## config.mk

```make
export PLATFORM = sky130hd
export DESIGN_NAME = dsp_d1_bus_flat
export DESIGN_NICKNAME = d
export VERILOG_FILES = /design/src/common/dsp_pkg.sv /design/src/common/dsp_ctrl_if.sv /design/src/verilog/dsp_d1_bus.sv /design/src/flat_wrapper.sv
export VERILOG_INCLUDE_DIRS = /design/src /design/src/common
export SDC_FILE = /design/constraint.sdc
export NUM_CORES = 1
export LEC_CHECK = 0
export BUFFER_PORTS_ARGS = -buffer_cell sky130_fd_sc_hd__buf_2
export CAP_MARGIN = 10
export CORE_AREA = 2 2 65 83
export CTS_CLUSTER_SIZE = 10
export DETAILED_ROUTE_END_ITERATION = 10
export DIE_AREA = 0 0 67 85
export PLACE_DENSITY_LB_ADDON = 0.12
export SYNTH_ARGS = -nofsm -noshare
export SYNTH_HDL_FRONTEND = slang
export SYNTH_SLANG_ARGS = --single-unit
```

## constraint.sdc

```tcl
create_clock -name clock -period 2.31 [get_ports clock]
set_input_delay 0.1155 -clock clock [delete_from_list [all_inputs] [get_ports clock]]
set_output_delay 0.1155 -clock clock [all_outputs]
set_load 0.005 [all_outputs]
```

## src/common/dsp_consts.svh

```systemverilog
`ifndef DSP_CONSTS_SVH
`define DSP_CONSTS_SVH

`define DSP_DATA_W     32	// Data word.
`define DSP_ACC_W      48	// A and P registers.
`define DSP_CT_W       6
`define DSP_RAM_DEPTH  64	// Words per data RAM.
`define DSP_NUM_RAMS   4

// Operation command word fields.
`define DSP_CLASS_HI   31
`define DSP_CLASS_LO   30
`define DSP_ALU_HI     29
`define DSP_ALU_LO     26
`define DSP_X_HI       25
`define DSP_X_LO       20
`define DSP_Y_HI       19
`define DSP_Y_LO       14
`define DSP_D1_HI      13
`define DSP_D1_LO      12
`define DSP_D1_DST_HI  11
`define DSP_D1_DST_LO  8
`define DSP_D1_SRC_HI  3
`define DSP_D1_SRC_LO  0
`define DSP_IMM_HI     7
`define DSP_IMM_LO     0

`define DSP_CLASS_OP   2'b00	// Operation command class.
`define DSP_D1_IMM     2'b01	// MOV SImm,[d].
`define DSP_D1_MOV     2'b11	// MOV [s],[d].

`endif
```

## src/common/dsp_pkg.sv

```systemverilog
`default_nettype none

package dsp_pkg;

	`include "dsp_consts.svh"

	typedef logic [`DSP_DATA_W-1:0] data_t;
	typedef logic [`DSP_ACC_W-1:0] acc_t;	// ACH(16), ACL(32).
	typedef logic [`DSP_CT_W-1:0] ct_t;
	typedef logic [$clog2(`DSP_NUM_RAMS)-1:0] ram_sel_t;

	typedef enum logic [3:0] {
		ALU_NOP = 4'h0, ALU_AND = 4'h1, ALU_OR = 4'h2, ALU_XOR = 4'h3,
		ALU_ADD = 4'h4, ALU_SUB = 4'h5, ALU_AD2 = 4'h6, ALU_SR = 4'h8,
		ALU_RR = 4'h9, ALU_SL = 4'hA, ALU_RL = 4'hB, ALU_RL8 = 4'hF
	} alu_op_e;

	// Values match bits 25:23 of the word.
	typedef enum logic [2:0] {X_NOP = 3'b000, X_MUL_P = 3'b010, X_MEM_P = 3'b011,
		X_MEM_X = 3'b100} x_op_e;

	// Values match bits 19:17 of the word.
	typedef enum logic [2:0] {Y_NOP = 3'b000, Y_CLR_A = 3'b001, Y_ALU_A = 3'b010,
		Y_MEM_A = 3'b011, Y_MEM_Y = 3'b100} y_op_e;

	typedef enum logic [3:0] {
		D1S_MD0 = 4'h0, D1S_MD1 = 4'h1, D1S_MD2 = 4'h2, D1S_MD3 = 4'h3,
		D1S_MC0 = 4'h4, D1S_MC1 = 4'h5, D1S_MC2 = 4'h6, D1S_MC3 = 4'h7,
		D1S_NONE = 4'h8, D1S_ACL = 4'h9, D1S_ACH = 4'hA
	} d1_src_e;

	typedef enum logic [3:0] {
		D1_MD0 = 4'h0, D1_MD1 = 4'h1, D1_MD2 = 4'h2, D1_MD3 = 4'h3,
		D1_RX = 4'h4, D1_PL = 4'h5, D1_RA0 = 4'h6, D1_WA0 = 4'h7,
		D1_LOP = 4'hA, D1_TOP = 4'hB,
		D1_CT0 = 4'hC, D1_CT1 = 4'hD, D1_CT2 = 4'hE, D1_CT3 = 4'hF
	} d1_dst_e;

	typedef struct packed {
		logic s;
		logic z;
		logic c;
		logic v;
	} flags_t;

endpackage

`default_nettype wire

```

## src/common/dsp_ctrl_if.sv

```systemverilog
`timescale 1ns/100ps
`default_nettype none

interface dsp_ctrl_if (input wire clock);

	import dsp_pkg::*;

	alu_op_e alu_op;
	logic alu_valid;	// Op is a used code.
	x_op_e x_op;
	ram_sel_t x_ram;
	logic x_inc;
	y_op_e y_op;
	ram_sel_t y_ram;
	logic y_inc;
	logic d1_active;
	d1_src_e d1_src;
	d1_dst_e d1_dst;
	data_t imm;	// Zero unless MOV SImm.

	modport dec (input clock, output alu_op, alu_valid, x_op, x_ram, x_inc,
		y_op, y_ram, y_inc, d1_active, d1_src, d1_dst, imm);

	modport ram (input x_ram, x_inc, y_ram, y_inc, d1_active, d1_src, d1_dst);

	modport mac (input alu_op, alu_valid, x_op, y_op, d1_active, d1_dst);

	modport d1 (input d1_active, d1_src, imm);

endinterface

`default_nettype wire

```

## src/verilog/dsp_d1_bus.sv

```systemverilog
`timescale 1ns/100ps
`default_nettype none

`include "dsp_consts.svh"

module dsp_d1_bus (
	input wire clock,
	input wire arst_n,
	dsp_ctrl_if.d1 ctrl,
	input wire dsp_pkg::data_t md_d1,
	input wire dsp_pkg::acc_t acc,
	output dsp_pkg::data_t d1_value,
	output dsp_pkg::data_t bus_do,
	output logic bus_do_valid
);

	import dsp_pkg::*;

	always_comb begin
		case (ctrl.d1_src)
			D1S_MD0, D1S_MD1, D1S_MD2, D1S_MD3,
			D1S_MC0, D1S_MC1, D1S_MC2, D1S_MC3: d1_value = md_d1;
			D1S_ACL: d1_value = acc[`DSP_DATA_W-1:0];
			D1S_ACH: d1_value = {{(2*`DSP_DATA_W-`DSP_ACC_W){1'b0}}, acc[`DSP_ACC_W-1:`DSP_DATA_W]};
			default: d1_value = ctrl.imm;	// Immediate, or zero for no source.
		endcase
	end

	always_ff @(posedge clock or negedge arst_n) begin
		if (!arst_n)
			bus_do_valid <= 1'b0;
		else
			bus_do_valid <= ctrl.d1_active;
	end

	always_ff @(posedge clock) begin
		if (ctrl.d1_active)
			bus_do <= d1_value;
	end

endmodule

`default_nettype wire

```

## src/flat_wrapper.sv

```systemverilog
// flat-port wrapper written by rule: the top's interface ports become plain ports
module dsp_d1_bus_flat import dsp_pkg::*;
  (clock, arst_n, md_d1, acc, d1_value, bus_do, bus_do_valid, ctrl_d1_active, ctrl_d1_src, ctrl_imm);
  dsp_ctrl_if ctrl_i (.clock(clock));
  input wire clock;
  input wire arst_n;
  input wire dsp_pkg::data_t md_d1;
  input wire dsp_pkg::acc_t acc;
  output dsp_pkg::data_t d1_value;
  output dsp_pkg::data_t bus_do;
  output logic bus_do_valid;
  input wire logic [$bits(ctrl_i.d1_active)-1:0] ctrl_d1_active;
  input wire logic [$bits(ctrl_i.d1_src)-1:0] ctrl_d1_src;
  input wire logic [$bits(ctrl_i.imm)-1:0] ctrl_imm;
  assign ctrl_i.d1_active = ctrl_d1_active;
  assign ctrl_i.d1_src = ctrl_d1_src;
  assign ctrl_i.imm = ctrl_imm;
  dsp_d1_bus u_core (.clock(clock), .arst_n(arst_n), .ctrl(ctrl_i), .md_d1(md_d1), .acc(acc), .d1_value(d1_value), .bus_do(bus_do), .bus_do_valid(bus_do_valid));
endmodule
```

==> key figures <==
Status
  • Status: complete, no violations

Pwr
  • Cell Pwr Density: 584 nW/um^2
  • Net Switching: about 0.39 mW
  • Comb pwr share: 0.233
  • Sw frac: 0.228
  • Int Power: approximately 1.3 mW
  • Clock share of power: 0.330
  • Share of power burned in registers: 0.437
  • Worst ir drop on vdd: roughly 300 uV
  • Leakage: around 1.4 nW

STA
  • Fmax: roughly 560 MHz
  • Setup tns final: 0 ns
  • Final min period: about 1.8 ns
  • Final Hold Vio Count: 0
  • Worst slew pin tran: between 0.7 and 0.8 ns
  • Max-slew violation count: 0
  • Unrepaired setup endpoints after global routing: no
  • Final setup fails: 0
  • Fin Hold WS: 0.136 ns
  • Tcrit/Tclk final: 0.778
  • Slew margin rel.: 0.480

Floorplan
  • Die Y: about 85 um
  • Die area: about 5700 um^2
  • Initial Util: 0.366
  • Rows: 29
  • Die X: around 67 um
  • Core Area: 4930 um^2
  • Io pins: between 150 and 200

Worst setup path
  • Max stage delay on crit path: 0.60 ns
  • Worst Setup Path Type: in2out
  • CP Launch Type: input pin
  • Cell repeated most along the worst path: buf_2
  • Worst-path fanout max: 22
  • CP Capture Type: output port
  • Worst path required time: 2.19 ns
  • Critical Path, Cell by Cell: buf_2, and4bb_1, buf_4, a221o_1, buf_2
  • Slowest stage cell, crit path: and4bb_1
  • Worst Path Arrival: 1.68 ns

Min path
  • Hold Path Class: in2async

Final layout
  • Filler cell count: 450
  • # diodes: 0
  • Non-filler cells, final: ~380
  • Area delta synth->final: 60.6%
  • Final net count: roughly 430
  • Share of cells above drive strength 1: 0.658

Synth
  • #FFs+latches synth: 33
  • EDFF count, synth: 32
  • Seq/Total Area, Yosys: 0.545
  • Top-area cell type share of the netlist area: 0.531
  • Async SR Flop Fraction: 0.0303
  • Mapped Cells: between 100 and 150
  • Ys flop type: edfxtp_1
  • Distinct cells, synth: 14
  • Largest area contributor in the netlist: edfxtp_1
  • Top post-synthesis cells by area: edfxtp_1, a221o_1, nor2b_1
  • Post-Syn Area: between 1500 and 2000 um^2
  • Yosys warning total: 0
  • Mapped Nets: between 200 and 250
  • Synthesized area per cell: between 10 and 15 um^2
  • Top cells by count, synth: a221o_1, edfxtp_1, nor2b_1

Placed design
  • # port buffers: 183
  • Routability cong.: 0.755
  • DP HPWL: between 4000 and 5000 um
  • DP Cell Count: roughly 370

Routing
  • Number of DRC markers in iteration 0: approximately 120
  • Final WL: ~5700 um
  • Antenna Nets Post-Route: 0
  • Drt wl/cell: ~15 um
  • Vias per cell: roughly 5
  • DRC violations left: 0
  • Via Count: 1,893
  • TritonRoute pass-1 iters: 5

Clock network
  • H-tree depth reported by CTS: 2
  • Number of CTS-inserted buffers: 5
  • Clock slew seen by the registers of the worst setup and hold paths: roughly 0.07 ns
  • Clk buf depth: 2
  • CTS root buf: clkbuf_8
  • CTS Sinks: 33
  • CTS tree: yes

Run
  • Max-cap violations: 0

GRT
  • Vias in the first global route: between 1,500 and 2,000
  • First-pass GRT wire length: between 8000 and 9000 um
  • GR Util All Layers: 0.195
  • Total grt overflow: 0
  • Initial antenna violation count: 0
  • Largest net degree at the start of global routing: 34
-- sequential cells by signal, indices dropped and copies added (netlist names) --
| register | count |
|---|---|
| u_core.bus_do_valid | 1 |
| u_core.bus_do | 32 |
-- through the flow --
stage                     worst slack, ns  total power, mW  area [um^2]  utilization
after floorplan                     0.989            0.913         1810            -
after global placement              0.519             1.15         2780        0.563
after detailed placement            0.472             1.15         2780        0.563
after CTS                           0.473             1.72         2900        0.588
after global routing                0.344             1.78         2900        0.588
final                               0.512             1.70         2900        0.588
-- final timing paths --
path,startpoint,to,slack [ns],depth (start not counted)
setup / recovery,ctrl_d1_src[3],d1_value[19],0.51,5
max in group asynchronous,arst_n,u_core.bus_do_valid,2.09,2
min in group clock,ctrl_imm[2],u_core.bus_do[2],0.15,2
hold / removal,arst_n,u_core.bus_do_valid,0.14,2
-- what timing repair did --
action | CTS | global route
setup buffers | 0 | 0
hold buffers | 1 | 0
hold endpoints to repair | 1 | 0
gates resized for setup | 0 | 0
-- worst max-delay path, delay by kind of cell --
kind | cells | cell delay [ns]
AOI/OAI and AO/OA | 1 | 0.20
buffers and inverters | 3 | 0.75
and+or+nand+nor | 1 | 0.60
-- cells in the final DEF (no fill, tap or decap) --
| master | instances |
|---|---|
| buf_2 | 183 |
| and2b_1 | 8 |
| dlygate4sd3_1 | 1 |
| bufinv_16 | 1 |
| dfrtp_1 | 1 |
| a221o_1 | 32 |
| nor2b_1 | 27 |
| o21a_1 | 1 |
| a22o_1 | 3 |
| clkbuf_1 | 1 |
| edfxtp_1 | 32 |
| and4bb_1 | 1 |
| xnor2_1 | 1 |
| mux2_2 | 13 |
| clkbuf_8 | 6 |
| buf_4 | 4 |
| and4bb_4 | 1 |
-- power by group through the flow --
stage / combinational (mW) / clock [mW] / sequential (mW)
floorplan: 0.147 / 0 / 0.766
global placement: 0.394 / 0 / 0.754
detailed placement: 0.399 / 0 / 0.755
CTS: 0.402 / 0.572 / 0.742
global route: 0.437 / 0.593 / 0.748
finish: 0.395 / 0.559 / 0.741
-- metal layers --
metal	share of wire	wire length, um	track usage	vias to the layer above
li1	-	-	-	906
met1	0.33	1850	0.200	869
met2	0.56	3160	0.359	112
met3	0.11	603	0.0597	6
met4	0.012	71	0.0705	0
met5	0	0	0	-
-- cell type report --
type / count / area (um^2) / share of cell area
Sequential cell: 33 / 986 / 0.340
Clock buffer: 7 / 86.3 / 0.0297
Timing Repair Buffer: 188 / 956 / 0.329
Clock inverter: 1 / 30.0 / 0.0103
Multi-Input combinational cell: 87 / 767 / 0.264
Tap cell: 62 / 77.6 / 0.0267
-- cell families after synthesis --
kind of cell | Yosys count | synth area share
compound gates | 36 | 0.196
xor+xnor | 1 | 0.00485
buf+inv | 10 | 0.0304
flops | 33 | 0.545
mux | 13 | 0.0810
simple gates | 37 | 0.143
(Power assumes the default switching activity.)
