$ cat src/common/dsp_consts.svh
`ifndef DSP_CONSTS_SVH
`define DSP_CONSTS_SVH

`define DSP_DATA_W     32	// Data word.
`define DSP_ACC_W      48	// A and P registers.
`define DSP_CT_W       6
`define DSP_RAM_DEPTH  64	// Words per data RAM.
`define DSP_NUM_RAMS   4

// Operation command word fields.
`define DSP_CLASS_HI   31
`define DSP_CLASS_LO   30
`define DSP_ALU_HI     29
`define DSP_ALU_LO     26
`define DSP_X_HI       25
`define DSP_X_LO       20
`define DSP_Y_HI       19
`define DSP_Y_LO       14
`define DSP_D1_HI      13
`define DSP_D1_LO      12
`define DSP_D1_DST_HI  11
`define DSP_D1_DST_LO  8
`define DSP_D1_SRC_HI  3
`define DSP_D1_SRC_LO  0
`define DSP_IMM_HI     7
`define DSP_IMM_LO     0

`define DSP_CLASS_OP   2'b00	// Operation command class.
`define DSP_D1_IMM     2'b01	// MOV SImm,[d].
`define DSP_D1_MOV     2'b11	// MOV [s],[d].

`endif
$ cat src/common/dsp_pkg.sv
`default_nettype none

package dsp_pkg;

	`include "dsp_consts.svh"

	typedef logic [`DSP_DATA_W-1:0] data_t;
	typedef logic [`DSP_ACC_W-1:0] acc_t;	// ACH(16), ACL(32).
	typedef logic [`DSP_CT_W-1:0] ct_t;
	typedef logic [$clog2(`DSP_NUM_RAMS)-1:0] ram_sel_t;

	typedef enum logic [3:0] {
		ALU_NOP = 4'h0, ALU_AND = 4'h1, ALU_OR = 4'h2, ALU_XOR = 4'h3,
		ALU_ADD = 4'h4, ALU_SUB = 4'h5, ALU_AD2 = 4'h6, ALU_SR = 4'h8,
		ALU_RR = 4'h9, ALU_SL = 4'hA, ALU_RL = 4'hB, ALU_RL8 = 4'hF
	} alu_op_e;

	// Values match bits 25:23 of the word.
	typedef enum logic [2:0] {X_NOP = 3'b000, X_MUL_P = 3'b010, X_MEM_P = 3'b011,
		X_MEM_X = 3'b100} x_op_e;

	// Values match bits 19:17 of the word.
	typedef enum logic [2:0] {Y_NOP = 3'b000, Y_CLR_A = 3'b001, Y_ALU_A = 3'b010,
		Y_MEM_A = 3'b011, Y_MEM_Y = 3'b100} y_op_e;

	typedef enum logic [3:0] {
		D1S_MD0 = 4'h0, D1S_MD1 = 4'h1, D1S_MD2 = 4'h2, D1S_MD3 = 4'h3,
		D1S_MC0 = 4'h4, D1S_MC1 = 4'h5, D1S_MC2 = 4'h6, D1S_MC3 = 4'h7,
		D1S_NONE = 4'h8, D1S_ACL = 4'h9, D1S_ACH = 4'hA
	} d1_src_e;

	typedef enum logic [3:0] {
		D1_MD0 = 4'h0, D1_MD1 = 4'h1, D1_MD2 = 4'h2, D1_MD3 = 4'h3,
		D1_RX = 4'h4, D1_PL = 4'h5, D1_RA0 = 4'h6, D1_WA0 = 4'h7,
		D1_LOP = 4'hA, D1_TOP = 4'hB,
		D1_CT0 = 4'hC, D1_CT1 = 4'hD, D1_CT2 = 4'hE, D1_CT3 = 4'hF
	} d1_dst_e;

	typedef struct packed {
		logic s;
		logic z;
		logic c;
		logic v;
	} flags_t;

endpackage

`default_nettype wire

$ cat src/common/dsp_ctrl_if.sv
`timescale 1ns/100ps
`default_nettype none

interface dsp_ctrl_if (input wire clock);

	import dsp_pkg::*;

	alu_op_e alu_op;
	logic alu_valid;	// Op is a used code.
	x_op_e x_op;
	ram_sel_t x_ram;
	logic x_inc;
	y_op_e y_op;
	ram_sel_t y_ram;
	logic y_inc;
	logic d1_active;
	d1_src_e d1_src;
	d1_dst_e d1_dst;
	data_t imm;	// Zero unless MOV SImm.

	modport dec (input clock, output alu_op, alu_valid, x_op, x_ram, x_inc,
		y_op, y_ram, y_inc, d1_active, d1_src, d1_dst, imm);

	modport ram (input x_ram, x_inc, y_ram, y_inc, d1_active, d1_src, d1_dst);

	modport mac (input alu_op, alu_valid, x_op, y_op, d1_active, d1_dst);

	modport d1 (input d1_active, d1_src, imm);

endinterface

`default_nettype wire

$ cat src/mac/dsp_mac.sv
`timescale 1ns/100ps
`default_nettype none

`include "dsp_consts.svh"

module dsp_mac (
	input wire clock,
	input wire arst_n,
	dsp_ctrl_if.mac ctrl,
	input wire dsp_pkg::data_t x_data,
	input wire dsp_pkg::data_t y_data,
	input wire dsp_pkg::data_t d1_value,
	output dsp_pkg::acc_t acc,
	output dsp_pkg::flags_t flags
);

	import dsp_pkg::*;

	data_t rx;
	data_t ry;
	acc_t p_reg;
	acc_t a_reg;
	acc_t alu_result;
	flags_t flags_next;
	logic signed [2*`DSP_DATA_W-1:0] product;
	logic d1_to_rx;
	logic d1_to_pl;
	logic v_update;

	assign product = $signed(rx) * $signed(ry);
	assign d1_to_rx = ctrl.d1_active && (ctrl.d1_dst == D1_RX);
	assign d1_to_pl = ctrl.d1_active && (ctrl.d1_dst == D1_PL);
	assign v_update = ctrl.alu_op inside {ALU_ADD, ALU_SUB, ALU_AD2};

	dsp_alu alu_inst (
		.a(a_reg),
		.p(p_reg),
		.op(ctrl.alu_op),
		.result(alu_result),
		.flags_next(flags_next)
	);

	always_ff @(posedge clock or negedge arst_n) begin
		if (!arst_n) begin
			rx <= '0;
			ry <= '0;
			p_reg <= '0;
		end else begin
			if (ctrl.x_op == X_MEM_X)
				rx <= x_data;
			else if (d1_to_rx)
				rx <= d1_value;
			if (ctrl.y_op == Y_MEM_Y)
				ry <= y_data;
			if (ctrl.x_op == X_MUL_P)
				p_reg <= product[`DSP_ACC_W-1:0];
			else if (ctrl.x_op == X_MEM_P)
				p_reg <= acc_t'($signed(x_data));	// PL with PH as sign.
			else if (d1_to_pl)
				p_reg <= acc_t'($signed(d1_value));
		end
	end

	always_ff @(posedge clock or negedge arst_n) begin
		if (!arst_n) begin
			a_reg <= '0;
		end else begin
			case (ctrl.y_op)
				Y_CLR_A: a_reg <= '0;
				Y_ALU_A: a_reg <= alu_result;
				Y_MEM_A: a_reg[`DSP_DATA_W-1:0] <= y_data;	// ACH kept.
				default: ;
			endcase
		end
	end

	always_ff @(posedge clock or negedge arst_n) begin
		if (!arst_n)
			flags <= '0;
		else if (ctrl.alu_valid)
			flags <= '{s: flags_next.s, z: flags_next.z, c: flags_next.c,
				v: v_update ? flags_next.v : flags.v};
	end

	assign acc = a_reg;

endmodule

`default_nettype wire

$ cat src/mac/dsp_alu.sv
`timescale 1ns/100ps
`default_nettype none

`include "dsp_consts.svh"

module dsp_alu (
	input wire dsp_pkg::acc_t a,
	input wire dsp_pkg::acc_t p,
	input wire dsp_pkg::alu_op_e op,
	output dsp_pkg::acc_t result,
	output dsp_pkg::flags_t flags_next
);

	import dsp_pkg::*;

	localparam int MSB = `DSP_DATA_W - 1;
	localparam int AMSB = `DSP_ACC_W - 1;

	data_t acl;
	data_t pl;
	data_t r32;
	logic [`DSP_DATA_W:0] add32;
	logic [`DSP_DATA_W:0] sub32;
	logic [`DSP_ACC_W:0] add48;
	logic wide;	// AD2 uses all 48 bits.
	logic carry;
	logic ovf;

	assign acl = a[MSB:0];
	assign pl = p[MSB:0];
	assign add32 = {1'b0, acl} + {1'b0, pl};
	assign sub32 = {1'b0, acl} - {1'b0, pl};	// Top bit is the borrow.
	assign add48 = {1'b0, a} + {1'b0, p};

	always_comb begin
		r32 = acl;
		wide = 1'b0;
		carry = 1'b0;
		ovf = 1'b0;
		case (op)
			ALU_AND: r32 = acl & pl;
			ALU_OR: r32 = acl | pl;
			ALU_XOR: r32 = acl ^ pl;
			ALU_ADD: begin
				r32 = add32[MSB:0];
				carry = add32[MSB+1];
				ovf = (acl[MSB] == pl[MSB]) && (r32[MSB] != acl[MSB]);
			end
			ALU_SUB: begin
				r32 = sub32[MSB:0];
				carry = sub32[MSB+1];
				ovf = (acl[MSB] != pl[MSB]) && (r32[MSB] != acl[MSB]);
			end
			ALU_AD2: begin
				wide = 1'b1;
				carry = add48[AMSB+1];
				ovf = (a[AMSB] == p[AMSB]) && (add48[AMSB] != a[AMSB]);
			end
			ALU_SR: begin
				r32 = {acl[MSB], acl[MSB:1]};	// Arithmetic.
				carry = acl[0];
			end
			ALU_RR: begin
				r32 = {acl[0], acl[MSB:1]};
				carry = acl[0];
			end
			ALU_SL: begin
				r32 = {acl[MSB-1:0], 1'b0};
				carry = acl[MSB];
			end
			ALU_RL: begin
				r32 = {acl[MSB-1:0], acl[MSB]};
				carry = acl[MSB];
			end
			ALU_RL8: begin
				r32 = {acl[MSB-8:0], acl[MSB:MSB-7]};
				carry = acl[MSB];
			end
			default: ;	// NOP passes A through.
		endcase
	end

	assign result = wide ? add48[AMSB:0] : {a[AMSB:MSB+1], r32};
	assign flags_next = '{s: wide ? add48[AMSB] : r32[MSB],
		z: wide ? (add48[AMSB:0] == '0) : (r32 == '0), c: carry, v: ovf};

endmodule

`default_nettype wire

$ cat src/flat_wrapper.sv
// flat-port wrapper written by rule: the top's interface ports become plain ports
module dsp_mac_flat import dsp_pkg::*;
  (clock, arst_n, x_data, y_data, d1_value, acc, flags, ctrl_alu_op, ctrl_alu_valid, ctrl_x_op, ctrl_y_op, ctrl_d1_active, ctrl_d1_dst);
  dsp_ctrl_if ctrl_i (.clock(clock));
  input wire clock;
  input wire arst_n;
  input wire dsp_pkg::data_t x_data;
  input wire dsp_pkg::data_t y_data;
  input wire dsp_pkg::data_t d1_value;
  output dsp_pkg::acc_t acc;
  output dsp_pkg::flags_t flags;
  input wire logic [$bits(ctrl_i.alu_op)-1:0] ctrl_alu_op;
  input wire logic [$bits(ctrl_i.alu_valid)-1:0] ctrl_alu_valid;
  input wire logic [$bits(ctrl_i.x_op)-1:0] ctrl_x_op;
  input wire logic [$bits(ctrl_i.y_op)-1:0] ctrl_y_op;
  input wire logic [$bits(ctrl_i.d1_active)-1:0] ctrl_d1_active;
  input wire logic [$bits(ctrl_i.d1_dst)-1:0] ctrl_d1_dst;
  assign ctrl_i.alu_op = ctrl_alu_op;
  assign ctrl_i.alu_valid = ctrl_alu_valid;
  assign ctrl_i.x_op = ctrl_x_op;
  assign ctrl_i.y_op = ctrl_y_op;
  assign ctrl_i.d1_active = ctrl_d1_active;
  assign ctrl_i.d1_dst = ctrl_d1_dst;
  dsp_mac u_core (.clock(clock), .arst_n(arst_n), .ctrl(ctrl_i), .x_data(x_data), .y_data(y_data), .d1_value(d1_value), .acc(acc), .flags(flags));
endmodule
$ cat config.mk
export PLATFORM = sky130hd
export DESIGN_NAME = dsp_mac_flat
export DESIGN_NICKNAME = d
export VERILOG_FILES = /design/src/common/dsp_pkg.sv /design/src/common/dsp_ctrl_if.sv /design/src/mac/dsp_mac.sv /design/src/mac/dsp_alu.sv /design/src/flat_wrapper.sv
export VERILOG_INCLUDE_DIRS = /design/src /design/src/common
export SDC_FILE = /design/constraint.sdc
export NUM_CORES = 2
export LEC_CHECK = 0
export BUFFER_PORTS_ARGS = -buffer_cell sky130_fd_sc_hd__buf_4
export CAP_MARGIN = 25
export CORE_UTILIZATION = 55
export CTS_BUF_LIST = sky130_fd_sc_hd__clkbuf_8
export CTS_CLUSTER_DIAMETER = 80
export CTS_CLUSTER_SIZE = 30
export DETAILED_ROUTE_END_ITERATION = 10
export HOLD_SLACK_MARGIN = 0.05
export PLACE_DENSITY = 0.8
export SETUP_SLACK_MARGIN = 0.05
export SLEW_MARGIN = 15
export SYNTH_ARGS = -nofsm -noshare
export SYNTH_HDL_FRONTEND = slang
export SYNTH_SLANG_ARGS = --single-unit
$ cat constraint.sdc
create_clock -name clock -period 10.43 [get_ports clock]
set_clock_uncertainty 0.15 [all_clocks]
set_input_delay 1.5645 -clock clock [delete_from_list [all_inputs] [get_ports clock]]
set_output_delay 1.5645 -clock clock [all_outputs]
set_load 0.03 [all_outputs]
==> results.py <==
metrics = {
    "outcome": {
        "status": "finished, final reports clean",
    },
    "detailed_routing": {
        "routed_wl_um": 146000,
        "ant_nets": 0,
        "num_vias": 37600,
        "wl_per_cell_um": 24.2,
        "drt-initial-drc-count": 4160,
        "dr.pass1.iters": 7,
        "drcViolationCount": 0,
        "via_per_inst": 6.23,
    },
    "logic_synthesis": {
        "synth_area_mm2": 0.0441,
        "syn_area_per_cell_um2": 8.80,
        "synth_top_cell_by_area": "fa_1",
        "ys.flop_type": "dfrtp_1",
        "async_flop_share": 1.00,
        "synthTopCellsByArea": "fa_1 (38%), dfrtp_1 (9.3%), ha_1 (7.9%)",
        "ys_ff_latch": 164,
        "synth_edf_count": 0,
        "yosysSeqAreaShare": 0.0931,
        "synth_common_cells": "inv_1 (868), fa_1 (841), nand2_1 (597), and2_1 (430), ha_1 (279)",
        "synthCells": 5010,
        "synth_most_common_cell": "inv_1",
        "yosysUniqueCellTypes": 101,
        "synth_top_area_share": 0.382,
        "synth_warnings": 0,
        "synth_nets": 6244,
    },
    "critical_path": {
        "start_kind": "flop",
        "crit_family": "adder cells",
        "required_ns": 10.66,
        "max_stage_delay_ns": 0.88,
        "slowest_stage": "dfrtp_1",
        "setup.worst_path.class": "reg2reg",
        "cp_max_fo": 20,
        "end_kind": "flop",
        "worst_ep_arrival_time_ns": 9.33,
        "cp_num_buf_inv": 3,
        "crit_path_frequent_cell": "fa_1",
    },
    "clock_tree": {
        "cts_tree": "built",
        "clk_latency_ns": 0.54,
        "clock-root-buffer": "clkbuf_8",
        "path_clk_slew_ns": 0.10,
        "cts_sinks": 164,
        "h-tree-depth": 4,
        "hold_buffers": 0,
        "cts_resized": 0,
        "post_cts_buffers": 0,
        "cts_buffers": 17,
        "clockBufferDepth": 2,
    },
    "die": {
        "die_y_um": 285,
        "initial_utilization": 0.557,
        "io-pin-count": 166,
        "rows": 103,
        "die_area_mm2": 0.0813,
        "core_area_mm2": 0.0791,
        "die_w_um": 285,
    },
    "hold_path": {
        "worstHoldPathType": "reg2reg",
    },
    "timing": {
        "hold_violations": 0,
        "max_slew_margin": 0.231,
        "setup_ws_ns": 1.33,
        "fin_crit_ns": 9.10,
        "rsz0062_at_grt": "false",
        "fmax_mhz": 110,
        "tightest_slew_ns": 1.15,
        "period_share": 0.872,
        "slew_violations": 0,
        "fin_setup_tns_ns": 0,
        "setup_viol": 0,
    },
    "placement": {
        "gp_congestion": 1.04,
        "hpwl_um": 116000,
        "port_buffers": 165,
        "pre_cts_ws_ns": 1.22,
        "post-place-cells": 5993,
        "place_area_mm2": 0.0461,
    },
    "global_routing": {
        "grt_use_met2": 0.576,
        "grt_pass1_wl_um": 226000,
        "antenna_found_initial": 5,
        "grt_max_degree": 65,
        "gr-max-usage-layer": "met2",
        "grt_usage": 0.366,
        "use_met1": 0.459,
        "grtUsageMet3": 0.0665,
        "grt_pass1_vias": 38600,
        "globalRoute.totalOverflow": 0,
    },
    "finish": {
        "drive_gt1_frac": 0.0776,
        "fin_cells": 6028,
        "syn_to_final_growth_pct": 5.66,
        "final_area_mm2": 0.0466,
        "nets": 6198,
    },
    "run": {
        "maxCapViolCount": 0,
    },
}
[metal layers]
metal  wire length, um  up-vias
met5                26        -
li1                  -    15700
met2             67300     2382
met4             12200        4
met3             14200      633
met1             52200    18800
[cells in the final DEF, fill, tap and decap left out, drive strengths merged, types with 24 or more instances in the layout]
| cell | instances |
|---|---|
| a211oi | 32 |
| a21o | 50 |
| a21oi | 237 |
| a221oi | 35 |
| a22oi | 34 |
| and2 | 432 |
| buf | 252 |
| dfrtp | 164 |
| fa | 841 |
| ha | 279 |
| inv | 879 |
| mux2 | 36 |
| mux2i | 57 |
| nand2 | 597 |
| nand2b | 34 |
| nand3 | 39 |
| nand4 | 25 |
| nor2 | 183 |
| nor2b | 39 |
| nor3 | 51 |
| o211ai | 57 |
| o21a | 24 |
| o21ai | 146 |
| xnor2 | 95 |
| xor2 | 37 |
[final timing paths]
path / startpoint / endpoint / slack (ns) / depth (start not counted)
max: u_core.ry[12]$_DFFE_PN0N_ / u_core.p_reg[46]$_DFFE_PN0P_ / 1.33 / 26
max reg2reg: u_core.ry[12]$_DFFE_PN0N_ / u_core.p_reg[46]$_DFFE_PN0P_ / 1.33 / 26
min reg2reg: u_core.flags[3]$_DFFE_PN0P_ / u_core.flags[3]$_DFFE_PN0P_ / 0.34 / 1
max in group asynchronous: arst_n / u_core.ry[2]$_DFFE_PN0N_ / 7.15 / 3
min in group asynchronous: arst_n / u_core.p_reg[45]$_DFFE_PN0P_ / 0.89 / 1
min: u_core.flags[3]$_DFFE_PN0P_ / u_core.flags[3]$_DFFE_PN0P_ / 0.34 / 1
[final cells by class]
| class | count | area, um^2 |
|---|---|---|
| clock buffer | 18 | 248 |
| tap | 1050 | 1310 |
| inverter | 869 | 3260 |
| timing repair buffer | 252 | 1960 |
| multi-input combinational | 3660 | 35500 |
| fill | 6867 | 32600 |
| antenna | 1 | 2.50 |
| sequential | 164 | 4110 |
| clock inverter | 14 | 190 |
[stage by stage]
step           hold slack [ns]  utilization
2_1_floorplan            0.349            -
3_3_place_gp             0.315        0.581
3_5_place_dp             0.320        0.583
4_1_cts                  0.344        0.588
5_1_grt                  0.379        0.589
6_report                 0.344        0.589
[worst reg2reg max path, cell delays in order, from the launching register on]
cell and delay, ns:
dfrtp_1 0.88, buf_4 0.37, and2_1 0.19, fa_1 0.42, inv_1 0.08, fa_1 0.45
fa_1 0.54, fa_1 0.53, inv_1 0.07, fa_1 0.59, fa_1 0.44, fa_1 0.51
fa_1 0.41, ha_1 0.39, a21o_1 0.19, a21o_1 0.16, a21oi_1 0.16, o21a_1 0.19
nand2_1 0.06, o211ai_1 0.50, nand2_1 0.18, o41ai_2 0.42, o21ai_1 0.21, or4_1 0.42
a31oi_1 0.20, xor2_1 0.16, o22ai_1 0.09
[cell families after synthesis]
logic type / after synthesis / share of synthesized area
compound gates: 820 / 0.126
xor+xnor: 132 / 0.0262
fa+ha+maj: 1120 / 0.461
buf+inv: 1186 / 0.103
flops: 164 / 0.0931
mux: 93 / 0.0221
simple gates: 1495 / 0.168
Power is left out: the tool's default activity adds up to more than one toggle a clock period on the data nets, which glitch-free logic cannot reach.
