$ cat config.mk
export PLATFORM = sky130hd
export DESIGN_NAME = dsp_decoder_flat
export DESIGN_NICKNAME = d
export VERILOG_FILES = /design/src/common/dsp_pkg.sv /design/src/common/dsp_ctrl_if.sv /design/src/verilog/dsp_decoder.sv /design/src/flat_wrapper.sv
export VERILOG_INCLUDE_DIRS = /design/src /design/src/common
export SDC_FILE = /design/constraint.sdc
export NUM_CORES = 1
export LEC_CHECK = 0
export BUFFER_PORTS_ARGS = -buffer_cell sky130_fd_sc_hd__buf_2
export CAP_MARGIN = 20
export CELL_PAD_IN_SITES_DETAIL_PLACEMENT = 1
export CELL_PAD_IN_SITES_GLOBAL_PLACEMENT = 2
export CORE_MARGIN = 5
export CORE_UTILIZATION = 12
export DETAILED_ROUTE_END_ITERATION = 6
export PLACE_DENSITY_LB_ADDON = 0.1
export SYNTH_ARGS = -nofsm -noshare
export SYNTH_HDL_FRONTEND = slang
export SYNTH_SLANG_ARGS = --single-unit
$ cat constraint.sdc
create_clock -name vclk -period 3
set_input_delay 0.45 -clock vclk [all_inputs]
set_output_delay 0.45 -clock vclk [all_outputs]
set_load 0.03 [all_outputs]
$ cat src/common/dsp_consts.svh
`ifndef DSP_CONSTS_SVH
`define DSP_CONSTS_SVH

`define DSP_DATA_W     32	// Data word.
`define DSP_ACC_W      48	// A and P registers.
`define DSP_CT_W       6
`define DSP_RAM_DEPTH  64	// Words per data RAM.
`define DSP_NUM_RAMS   4

// Operation command word fields.
`define DSP_CLASS_HI   31
`define DSP_CLASS_LO   30
`define DSP_ALU_HI     29
`define DSP_ALU_LO     26
`define DSP_X_HI       25
`define DSP_X_LO       20
`define DSP_Y_HI       19
`define DSP_Y_LO       14
`define DSP_D1_HI      13
`define DSP_D1_LO      12
`define DSP_D1_DST_HI  11
`define DSP_D1_DST_LO  8
`define DSP_D1_SRC_HI  3
`define DSP_D1_SRC_LO  0
`define DSP_IMM_HI     7
`define DSP_IMM_LO     0

`define DSP_CLASS_OP   2'b00	// Operation command class.
`define DSP_D1_IMM     2'b01	// MOV SImm,[d].
`define DSP_D1_MOV     2'b11	// MOV [s],[d].

`endif
$ cat src/common/dsp_pkg.sv
`default_nettype none

package dsp_pkg;

	`include "dsp_consts.svh"

	typedef logic [`DSP_DATA_W-1:0] data_t;
	typedef logic [`DSP_ACC_W-1:0] acc_t;	// ACH(16), ACL(32).
	typedef logic [`DSP_CT_W-1:0] ct_t;
	typedef logic [$clog2(`DSP_NUM_RAMS)-1:0] ram_sel_t;

	typedef enum logic [3:0] {
		ALU_NOP = 4'h0, ALU_AND = 4'h1, ALU_OR = 4'h2, ALU_XOR = 4'h3,
		ALU_ADD = 4'h4, ALU_SUB = 4'h5, ALU_AD2 = 4'h6, ALU_SR = 4'h8,
		ALU_RR = 4'h9, ALU_SL = 4'hA, ALU_RL = 4'hB, ALU_RL8 = 4'hF
	} alu_op_e;

	// Values match bits 25:23 of the word.
	typedef enum logic [2:0] {X_NOP = 3'b000, X_MUL_P = 3'b010, X_MEM_P = 3'b011,
		X_MEM_X = 3'b100} x_op_e;

	// Values match bits 19:17 of the word.
	typedef enum logic [2:0] {Y_NOP = 3'b000, Y_CLR_A = 3'b001, Y_ALU_A = 3'b010,
		Y_MEM_A = 3'b011, Y_MEM_Y = 3'b100} y_op_e;

	typedef enum logic [3:0] {
		D1S_MD0 = 4'h0, D1S_MD1 = 4'h1, D1S_MD2 = 4'h2, D1S_MD3 = 4'h3,
		D1S_MC0 = 4'h4, D1S_MC1 = 4'h5, D1S_MC2 = 4'h6, D1S_MC3 = 4'h7,
		D1S_NONE = 4'h8, D1S_ACL = 4'h9, D1S_ACH = 4'hA
	} d1_src_e;

	typedef enum logic [3:0] {
		D1_MD0 = 4'h0, D1_MD1 = 4'h1, D1_MD2 = 4'h2, D1_MD3 = 4'h3,
		D1_RX = 4'h4, D1_PL = 4'h5, D1_RA0 = 4'h6, D1_WA0 = 4'h7,
		D1_LOP = 4'hA, D1_TOP = 4'hB,
		D1_CT0 = 4'hC, D1_CT1 = 4'hD, D1_CT2 = 4'hE, D1_CT3 = 4'hF
	} d1_dst_e;

	typedef struct packed {
		logic s;
		logic z;
		logic c;
		logic v;
	} flags_t;

endpackage

`default_nettype wire

$ cat src/common/dsp_ctrl_if.sv
`timescale 1ns/100ps
`default_nettype none

interface dsp_ctrl_if (input wire clock);

	import dsp_pkg::*;

	alu_op_e alu_op;
	logic alu_valid;	// Op is a used code.
	x_op_e x_op;
	ram_sel_t x_ram;
	logic x_inc;
	y_op_e y_op;
	ram_sel_t y_ram;
	logic y_inc;
	logic d1_active;
	d1_src_e d1_src;
	d1_dst_e d1_dst;
	data_t imm;	// Zero unless MOV SImm.

	modport dec (input clock, output alu_op, alu_valid, x_op, x_ram, x_inc,
		y_op, y_ram, y_inc, d1_active, d1_src, d1_dst, imm);

	modport ram (input x_ram, x_inc, y_ram, y_inc, d1_active, d1_src, d1_dst);

	modport mac (input alu_op, alu_valid, x_op, y_op, d1_active, d1_dst);

	modport d1 (input d1_active, d1_src, imm);

endinterface

`default_nettype wire

$ cat src/verilog/dsp_decoder.sv
`timescale 1ns/100ps
`default_nettype none

`include "dsp_consts.svh"

module dsp_decoder (
	input wire instr_valid,
	input wire dsp_pkg::data_t instr,
	dsp_ctrl_if.dec ctrl
);

	import dsp_pkg::*;

	logic op_word;
	logic [3:0] alu_f;
	logic [5:0] x_f;
	logic [5:0] y_f;
	logic [1:0] d1_f;
	logic [3:0] dst_f;
	logic [3:0] src_f;
	logic [7:0] imm_f;

	assign op_word = instr_valid && (instr[`DSP_CLASS_HI:`DSP_CLASS_LO] == `DSP_CLASS_OP);
	assign alu_f = instr[`DSP_ALU_HI:`DSP_ALU_LO];
	assign x_f = instr[`DSP_X_HI:`DSP_X_LO];
	assign y_f = instr[`DSP_Y_HI:`DSP_Y_LO];
	assign d1_f = instr[`DSP_D1_HI:`DSP_D1_LO];
	assign dst_f = instr[`DSP_D1_DST_HI:`DSP_D1_DST_LO];
	assign src_f = instr[`DSP_D1_SRC_HI:`DSP_D1_SRC_LO];
	assign imm_f = instr[`DSP_IMM_HI:`DSP_IMM_LO];

	always_comb begin
		ctrl.alu_op = ALU_NOP;
		ctrl.x_op = X_NOP;
		ctrl.x_ram = x_f[1:0];
		ctrl.x_inc = 1'b0;
		ctrl.y_op = Y_NOP;
		ctrl.y_ram = y_f[1:0];
		ctrl.y_inc = 1'b0;
		ctrl.d1_active = 1'b0;
		ctrl.d1_src = D1S_NONE;
		ctrl.d1_dst = D1_MD0;	// Ignored while D1 idle.
		ctrl.imm = '0;
		if (op_word) begin
			case (alu_f)
				4'h7, 4'hC, 4'hD, 4'hE: ctrl.alu_op = ALU_NOP;	// Unused codes.
				default: ctrl.alu_op = alu_op_e'(alu_f);
			endcase
			case (x_f[5:3])
				X_MUL_P: ctrl.x_op = X_MUL_P;
				X_MEM_P, X_MEM_X: begin
					ctrl.x_op = x_op_e'(x_f[5:3]);
					ctrl.x_inc = x_f[2];
				end
				default: ;
			endcase
			case (y_f[5:3])
				Y_CLR_A, Y_ALU_A: ctrl.y_op = y_op_e'(y_f[5:3]);
				Y_MEM_A, Y_MEM_Y: begin
					ctrl.y_op = y_op_e'(y_f[5:3]);
					ctrl.y_inc = y_f[2];
				end
				default: ;
			endcase
			case (d1_f)
				`DSP_D1_IMM: begin
					ctrl.d1_active = 1'b1;
					ctrl.d1_dst = d1_dst_e'(dst_f);
					ctrl.imm = {{(`DSP_DATA_W-8){imm_f[7]}}, imm_f};	// Sign extend.
				end
				`DSP_D1_MOV: begin
					ctrl.d1_active = 1'b1;
					ctrl.d1_dst = d1_dst_e'(dst_f);
					if (src_f <= D1S_ACH)
						ctrl.d1_src = d1_src_e'(src_f);
				end
				default: ;
			endcase
		end
	end

	assign ctrl.alu_valid = (ctrl.alu_op != ALU_NOP);

	// The MAC takes a single writer for RX and for PL in any word.
	assert property (@(posedge ctrl.clock)
		!(ctrl.d1_active && (((ctrl.x_op inside {X_MUL_P, X_MEM_P}) && ctrl.d1_dst == D1_PL) ||
		(ctrl.x_op == X_MEM_X && ctrl.d1_dst == D1_RX))));

endmodule

`default_nettype wire

$ cat src/flat_wrapper.sv
// flat-port wrapper written by rule: the top's interface ports become plain ports
module dsp_decoder_flat import dsp_pkg::*;
  (instr_valid, instr, clock, ctrl_alu_op, ctrl_alu_valid, ctrl_x_op, ctrl_x_ram, ctrl_x_inc, ctrl_y_op, ctrl_y_ram, ctrl_y_inc, ctrl_d1_active, ctrl_d1_src, ctrl_d1_dst, ctrl_imm);
  dsp_ctrl_if ctrl_i (.clock(clock));
  input wire instr_valid;
  input wire dsp_pkg::data_t instr;
  input wire logic clock;
  output wire logic [$bits(ctrl_i.alu_op)-1:0] ctrl_alu_op;
  output wire logic [$bits(ctrl_i.alu_valid)-1:0] ctrl_alu_valid;
  output wire logic [$bits(ctrl_i.x_op)-1:0] ctrl_x_op;
  output wire logic [$bits(ctrl_i.x_ram)-1:0] ctrl_x_ram;
  output wire logic [$bits(ctrl_i.x_inc)-1:0] ctrl_x_inc;
  output wire logic [$bits(ctrl_i.y_op)-1:0] ctrl_y_op;
  output wire logic [$bits(ctrl_i.y_ram)-1:0] ctrl_y_ram;
  output wire logic [$bits(ctrl_i.y_inc)-1:0] ctrl_y_inc;
  output wire logic [$bits(ctrl_i.d1_active)-1:0] ctrl_d1_active;
  output wire logic [$bits(ctrl_i.d1_src)-1:0] ctrl_d1_src;
  output wire logic [$bits(ctrl_i.d1_dst)-1:0] ctrl_d1_dst;
  output wire logic [$bits(ctrl_i.imm)-1:0] ctrl_imm;
  assign ctrl_alu_op = ctrl_i.alu_op;
  assign ctrl_alu_valid = ctrl_i.alu_valid;
  assign ctrl_x_op = ctrl_i.x_op;
  assign ctrl_x_ram = ctrl_i.x_ram;
  assign ctrl_x_inc = ctrl_i.x_inc;
  assign ctrl_y_op = ctrl_i.y_op;
  assign ctrl_y_ram = ctrl_i.y_ram;
  assign ctrl_y_inc = ctrl_i.y_inc;
  assign ctrl_d1_active = ctrl_i.d1_active;
  assign ctrl_d1_src = ctrl_i.d1_src;
  assign ctrl_d1_dst = ctrl_i.d1_dst;
  assign ctrl_imm = ctrl_i.imm;
  dsp_decoder u_core (.instr_valid(instr_valid), .instr(instr), .ctrl(ctrl_i));
endmodule
==> results of run 1 <==
[how the worst min path moves through the flow]
stage | slack, ps | to | start | cells after the start
after CTS | 900 | ctrl_x_ram[0] | instr[20] | 0
after global placement | 900 | ctrl_x_ram[0] | instr[20] | 0
final | 900 | ctrl_x_ram[0] | instr[20] | 0
after global routing | 900 | ctrl_x_ram[0] | instr[20] | 0
after detailed placement | 900 | ctrl_x_ram[0] | instr[20] | 0
after floorplan | 970 | ctrl_x_op[1] | instr[25] | 1
[cell families (layout without fill, tap and decap cells)]
logic type | after synthesis | after routing | synth area share (%)
XOR/XNOR | 3 | 3 | 4.576
AND/OR/NAND/NOR | 41 | 41 | 46.41
buffers and inverters | 31 | 84 | 39.87
multiplexers | 1 | 1 | 1.743
AO/OA/AOI/OAI | 8 | 8 | 7.407
[power by group]
| group | internal (mW) | switching [mW] |
|---|---|---|
| registers | 0 | 0 |
| clock network | 0 | 0 |
| logic | 0.0302 | 0.0444 |
| total | 0.0302 | 0.0444 |
[through the flow]
stage	hold WS (ps)	power [mW]	util (%)	area, um^2
2_1_floorplan	970.4	0.05398	-	574.3
3_3_place_gp	900.4	0.07551	17.81	835.8
3_5_place_dp	900.4	0.07584	17.81	835.8
4_1_cts	900.4	0.07606	17.81	835.8
5_1_grt	900.0	0.08286	17.81	835.8
6_report	900.0	0.07459	17.81	835.8
[synthesized netlist by cell type (2+ instances only)]
library cell	n	area share (%)
buf_4	28	37
and3_1	11	12
and2_1	10	11
nand2_1	7	4.6
o21ai_0	4	3.5
a21oi_1	3	2.6
nor3b_1	3	3.9
xor2_1	3	4.6
clkbuf_1	2	1.3
nor2_1	2	1.3
or3b_2	2	3.1
[metal layers]
| layer | track usage (%) | share of wire [%] | up-vias | routed length [um] |
|---|---|---|---|---|
| met2 | 13.13 | 52 | 46 | 1171 |
| met4 | 0.3436 | 0.45 | 0 | 10 |
| met3 | 2.041 | 13 | 4 | 289 |
| li1 | - | - | 360 | - |
| met1 | 6.486 | 34 | 334 | 770 |
| met5 | 0 | 0 | - | 0 |
[cell type report]
cell class | count | area share, %
well taps | 54 | 8.084
repair buffers | 84 | 50.60
multi-input cells | 53 | 41.32
[critical path: stages]
cell	delay, ps
buf_2	100
or3b_1	540
nor3b_4	350
and2_1	540
buf_2	310
[layout by cell type (no fill, tap or decap), drive strengths merged]
cell,n
a211oi,1
or3,1
and3b,1
and2,10
mux2i,1
nor2,2
nor3b,5
o21ai,4
nand2,7
xor2,3
and3,11
buf,84
a21oi,3
nand2b,1
or3b,3
==> impl_metrics.py, run 1 <==
metrics = {
    "final_layout": {
        "ff_latch_area_um2": 0,
        "antenna_cells": 0,
        "final.clkbuf_count": 0,
        "flops_and_latches": 0,
        "final_net_count": 173,
        "fill_cells": 603,
        "flow.area_growth_from_synthesis_pct": 45.53,
        "multi_input_area_um2": 345.3,
        "drive_gt1_share_pct": 64.23,
        "layout.cells.non_filler": 191,
    },
    "floorplanning": {
        "die_x_um": 79.18,
        "die_height_um": 79.18,
        "dieArea_um2": 6269,
        "rows": 25,
        "core_area_um2": 4692,
        "io_count": 92,
        "initial_core_util_pct": 12.24,
    },
    "timing": {
        "min_period_ps": 2746,
        "worst-slew-pin-transition_ps": 561.4,
        "max_slew_headroom_at_the_worst_pin_pct": 62.57,
        "timing.final.max_slew_violations": 0,
        "final_critical_path_setup_slack_ps": 254.3,
        "grt_setup_unrepaired": "no",
        "final.setup.tns_ps": 0,
        "fmax_mhz": 364.2,
        "finalHoldViolations": 0,
        "finalSetupViolCount": 0,
        "final_min_period_over_clock_period_pct": 91.52,
    },
    "clock_tree": {
        "post-cts-setup-buffers": 0,
        "cts_resized": 0,
        "ctsHoldBuffers": 0,
    },
    "routing": {
        "number_of_iterations_in_the_first_detailed_routing_pass": 3,
        "detail_route.iter0.violations": 8,
        "drc_errors": 0,
        "drtAntennaViolNets": 0,
        "routed_via_density": 3.895,
        "drt_wl_total_mm": 2.242,
        "route.detailed.wl_per_inst_um": 11.74,
        "num_vias": 744,
    },
    "logic_synthesis": {
        "synth_fp_nets": 118,
        "synth_area_per_cell_um2": 6.837,
        "synth_warnings": 0,
        "syn-instance-count": 84,
        "post_synth_instance_area_um2": 574.3,
        "synth_cell_types": 20,
        "yosysSeqAreaShare_pct": 0,
    },
    "run_status": {
        "result_of_the_run": "complete, no violations",
    },
    "global_route": {
        "antenna_violations_before_repair": 0,
        "grt.total_usage_pct": 6.412,
        "via_count_of_the_first_global_routing_pass": 744,
        "grt_start_max_net_pins": 26,
        "grt.overflow.total": 0,
        "global_route_wire_length_before_repair_mm": 3.422,
    },
    "worst_setup_path": {
        "worstSetupEndpointType": "output port",
        "worstSetupStartpoint": "instr[31]",
        "timing.critical_path.from_type": "primary input",
        "critPathKind": "in2out",
        "cp_data_arrival_time_ps": 2300,
        "cp.required_ps": 2550,
        "crit_path_max_fanout": 25,
        "critical_path.endpoint": "ctrl_imm[13]",
    },
    "placement": {
        "port_buffers": 83,
        "placed_instances": 191,
        "gp_congestion": 0.6394,
        "dp_slack_ps": 178.0,
        "hpwlAfterDp_mm": 2.017,
    },
    "min_path": {
        "kind_of_path_behind_the_tightest_hold_check": "in2out",
    },
    "pwr": {
        "power_per_cell_area_nw_per_um2": 89.24,
        "ir_worst_vdd_uv": 23.23,
        "static_leakage_nw": 0.5856,
    },
    "flow_run": {
        "cap_viol_max_count": 0,
    },
}
No activity file was read; power rests on OpenSTA's default activity.
==> run 2: changes to the inputs <==
- clock period: 3 -> 3.4 ns (I/O delays scaled with it)
==> run 2 against run 1 <==
Effect of this change:
- first-iteration DRC count is 110% higher
- via count down 0.54%
- combinational power is 11% lower
- routed wire length up 0.18%
- setup slack improved by 280 ps
- critical path type unchanged
==> impl_metrics.py, run 2 (synthesis gave the netlist of run 1 again) <==
metrics = {
    "worst_setup_path": {
        "timing.critical_path.from_type": "primary input",
        "critPathKind": "in2out",
        "cp.required_ps": 2890,
        "crit_path_max_fanout": 25,
        "worstSetupEndpointType": "output port",
        "cp_data_arrival_time_ps": 2350,
    },
    "timing": {
        "grt_setup_unrepaired": "no",
        "min_period_ps": 2865,
        "final.setup.tns_ps": 0,
        "max_slew_headroom_at_the_worst_pin_pct": 63.04,
        "fin_worst_hold_slack_ps": 1020,
        "final_critical_path_setup_slack_ps": 535.2,
        "finalHoldViolations": 0,
        "fmax_mhz": 349.1,
        "timing.final.max_slew_violations": 0,
        "finalSetupViolCount": 0,
        "worst-slew-pin-transition_ps": 554.4,
        "final_min_period_over_clock_period_pct": 84.26,
    },
    "placement": {
        "port_buffers": 83,
        "detailed_place.area_um2": 835.8,
        "dp_slack_ps": 438.6,
        "gp_congestion": 0.6278,
        "hpwlAfterDp_mm": 2.008,
    },
    "floorplanning": {
        "io_count": 92,
        "die_height_um": 79.18,
        "core_area_um2": 4692,
        "die_x_um": 79.18,
        "dieArea_um2": 6269,
        "initial_core_util_pct": 12.24,
        "rows": 25,
    },
    "routing": {
        "drc_errors": 0,
        "detail_route.iter0.violations": 17,
        "num_vias": 740,
        "route.detailed.wl_per_inst_um": 11.76,
        "routed_via_density": 3.874,
        "drtAntennaViolNets": 0,
        "drt_wl_total_mm": 2.246,
        "number_of_iterations_in_the_first_detailed_routing_pass": 4,
    },
    "global_route": {
        "grt.overflow.total": 0,
        "grt_start_max_net_pins": 26,
        "grt.total_usage_pct": 6.530,
        "global_route_wire_length_before_repair_mm": 3.484,
        "antenna_violations_before_repair": 0,
        "via_count_of_the_first_global_routing_pass": 741,
    },
    "pwr": {
        "static_leakage_nw": 0.5856,
        "power_per_cell_area_nw_per_um2": 79.09,
        "clockPowerShare_pct": 0,
        "p_sw_mw": 0.03945,
        "internal_power_mw": 0.02666,
        "report.power.total_mw": 0.06611,
        "ir_worst_vdd_uv": 20.11,
        "swShare_pct": 59.67,
        "combPwrFrac_pct": 100.0,
        "seq_power_share_pct": 0,
    },
    "final_layout": {
        "final.clkbuf_count": 0,
        "design_area_um2": 835.8,
        "drive_gt1_share_pct": 64.23,
        "final_net_count": 173,
        "fill_cells": 607,
        "antenna_cells": 0,
        "most-common-layout-cells": "buf_2 (83), and3_1 (11), and2_1 (10)",
        "layout.cells.most_common": "buf_2",
        "flow.area_growth_from_synthesis_pct": 45.53,
        "ff_latch_area_um2": 0,
        "flops_and_latches": 0,
    },
    "clock_tree": {
        "post-cts-setup-buffers": 0,
        "ctsHoldBuffers": 0,
        "cts_resized": 0,
    },
    "run_status": {
        "result_of_the_run": "complete, no violations",
    },
    "min_path": {
        "kind_of_path_behind_the_tightest_hold_check": "in2out",
    },
    "flow_run": {
        "cap_viol_max_count": 0,
    },
}
## run 2: power by group through the flow
stage,logic [mW],registers [mW],clock network (mW)
finish,0.0661,0,0
detailed placement,0.0672,0,0
floorplan,0.0476,0,0
global placement,0.0668,0,0
global route,0.0739,0,0
CTS,0.0674,0,0
## run 2: final cells by class
cell class                      instances  area [um^2]  area share [%]
Tap cell                               54        67.56           8.084
Timing Repair Buffer                   84        422.9           50.60
Multi-Input combinational cell         53        345.3           41.32
## run 2: stage by stage
step                util, %  std cells
floorplan                 -         84
global placement      17.81        191
detailed placement    17.81        191
CTS                   17.81        191
global route          17.81        191
finish                17.81        191
## run 2: routing by layer
layer | GRT usage [%] | vias up | part of all wire, %
met1 | 6.757 | 329 | 35
met2 | 13.38 | 46 | 53
met3 | 1.814 | 4 | 12
met5 | 0 | - | 0
li1 | - | 361 | -
met4 | 0.3436 | 0 | 0.45
## run 2: final timing paths
kind / to / startpoint / cells after the start
worst max-delay path: ctrl_imm[13] / instr[31] / 5
worst min-delay path: ctrl_x_ram[0] / instr[20] / 0
## run 2: worst max-delay path, stage by stage
cell     delay, ps
buf_2          100
or3b_1         540
nor3b_4        360
and2_1         530
buf_2          310
==> run 3: changes to the inputs <==
- CORE_UTILIZATION: 12 -> 10
- clock period: 3.4 -> 2.6 ns (I/O delays scaled with it)
==> run 3 against run 2 <==
Effect of this change:
- final cell count rose by 10%
- via count rose by 0.68%
- setup slack got worse by 240 ps
- routed wire length rose by 7.0%
- total power rose by 35%
- highest routed layer is now met3
- first-iteration DRC count fell by 76%
- combinational power rose by 35%
==> impl_metrics.py, run 3 (synthesis gave the netlist of run 1 again) <==
metrics = {
    "run_status": {
        "result_of_the_run": "complete, no violations",
    },
    "global_route": {
        "global_route_wire_length_before_repair_mm": 3.801,
        "antenna_violations_before_repair": 0,
        "via_count_of_the_first_global_routing_pass": 765,
        "grt_start_max_net_pins": 26,
        "grt.total_usage_pct": 6.014,
        "grt.overflow.total": 0,
    },
    "final_layout": {
        "ff_latch_area_um2": 0,
        "fill_cells": 713,
        "layout.cells.most_common": "buf_2",
        "final_core_utilization_pct": 15.76,
        "layout.cells.non_filler": 211,
        "most-common-layout-cells": "buf_2 (83), and3_1 (11), and2_1 (10)",
        "antenna_cells": 0,
        "drive_gt1_share_pct": 64.75,
        "final.clkbuf_count": 0,
        "flow.area_growth_from_synthesis_pct": 52.07,
        "flops_and_latches": 0,
        "final_net_count": 175,
    },
    "routing": {
        "drc_errors": 0,
        "detail_route.iter0.violations": 4,
        "drtAntennaViolNets": 0,
        "drt_wl_total_mm": 2.404,
        "routed_via_density": 3.531,
        "num_vias": 745,
        "number_of_iterations_in_the_first_detailed_routing_pass": 3,
        "route.detailed.wl_per_inst_um": 11.39,
    },
    "pwr": {
        "power_per_cell_area_nw_per_um2": 101.9,
        "ir_worst_vdd_uv": 32.42,
        "static_leakage_nw": 0.5954,
        "report.power.total_mw": 0.08901,
    },
    "floorplanning": {
        "io_count": 92,
        "core_area_um2": 5540,
        "rows": 27,
        "initial_core_util_pct": 10.37,
        "dieArea_um2": 7358,
        "die_x_um": 85.78,
        "die_height_um": 85.78,
    },
    "timing": {
        "fmax_mhz": 434.3,
        "finalHoldViolations": 0,
        "final_critical_path_setup_slack_ps": 297.7,
        "worst-slew-pin-transition_ps": 295.9,
        "final.setup.tns_ps": 0,
        "grt_setup_unrepaired": "no",
        "max_slew_headroom_at_the_worst_pin_pct": 80.25,
        "min_period_ps": 2302,
        "finalSetupViolCount": 0,
        "final_min_period_over_clock_period_pct": 88.55,
        "timing.final.max_slew_violations": 0,
    },
    "placement": {
        "placed_instances": 211,
        "port_buffers": 83,
        "gp_congestion": 0.6767,
        "dp_slack_ps": 253.2,
        "hpwlAfterDp_mm": 2.164,
    },
    "worst_setup_path": {
        "critical_path.cell_chain": "buf_2 -> or3b_1 -> nor3b_4 -> and2_1 -> buf_4 -> buf_2",
        "crit_path_max_fanout": 25,
        "timing.critical_path.from_type": "primary input",
        "crit_buf_inv": 3,
        "worstSetupEndpointType": "output port",
        "cp.required_ps": 2210,
        "critical_path.top_delay_family": "simple AND/OR/NAND/NOR gates",
        "critPathKind": "in2out",
        "critPathSlowestCell": "or3b_1",
        "cp_data_arrival_time_ps": 1910,
        "critical_path.max_stage_delay_ps": 460,
        "path_common_cell": "buf_2",
        "worstSetupStartpoint": "instr[31]",
    },
    "clock_tree": {
        "post-cts-setup-buffers": 0,
        "ctsHoldBuffers": 0,
        "cts_resized": 0,
    },
    "min_path": {
        "kind_of_path_behind_the_tightest_hold_check": "in2out",
        "hold_path_depth": 0,
        "holdCritStartpoint": "instr[21]",
        "timing.hold.worst_endpoint": "ctrl_x_ram[1]",
    },
    "flow_run": {
        "cap_viol_max_count": 0,
    },
}
==> run 3: cell types whose count changed in the layout (fill, tap and decap cells not counted) <==
cell   previous run  this run
buf_4             1         3
==> run 3: cell type report <==
class | instances | area (um^2) | area share [%]
well taps | 72 | 90.09 | 10.32
repair buffers | 86 | 437.9 | 50.14
multi-input cells | 53 | 345.3 | 39.54
==> run 3: worst max path at each step <==
stage / to / slack [ps] / depth (start not counted)
after floorplan: ctrl_imm[10] / 40 / 5
after global placement: ctrl_imm[14] / 320 / 6
after detailed placement: ctrl_imm[8] / 250 / 6
after CTS: ctrl_imm[14] / 250 / 6
after global routing: ctrl_imm[8] / 140 / 6
final: ctrl_imm[14] / 300 / 6
==> run 3: routing by layer <==
metal	up-vias	GRT usage (%)	part of all wire, %
li1	362	-	-
met1	341	6.705	35
met2	42	12.22	54
met3	0	1.249	11
met4	0	0	0
met5	-	0	0
==> run 3: metrics by stage <==
stage	instance area, um^2	hold WS (ps)
after floorplan	574.3	850.4
after global placement	873.3	780.2
after detailed placement	873.3	780.2
after CTS	873.3	780.2
after global routing	873.3	780.2
final	873.3	780.1
==> run 3: power by group <==
part / total, mW / internal (mW) / switching (mW)
Sequential: 0 / 0 / 0
Clock: 0 / 0 / 0
Combinational: 0.0890 / 0.0359 / 0.0531
Total: 0.0890 / 0.0359 / 0.0531
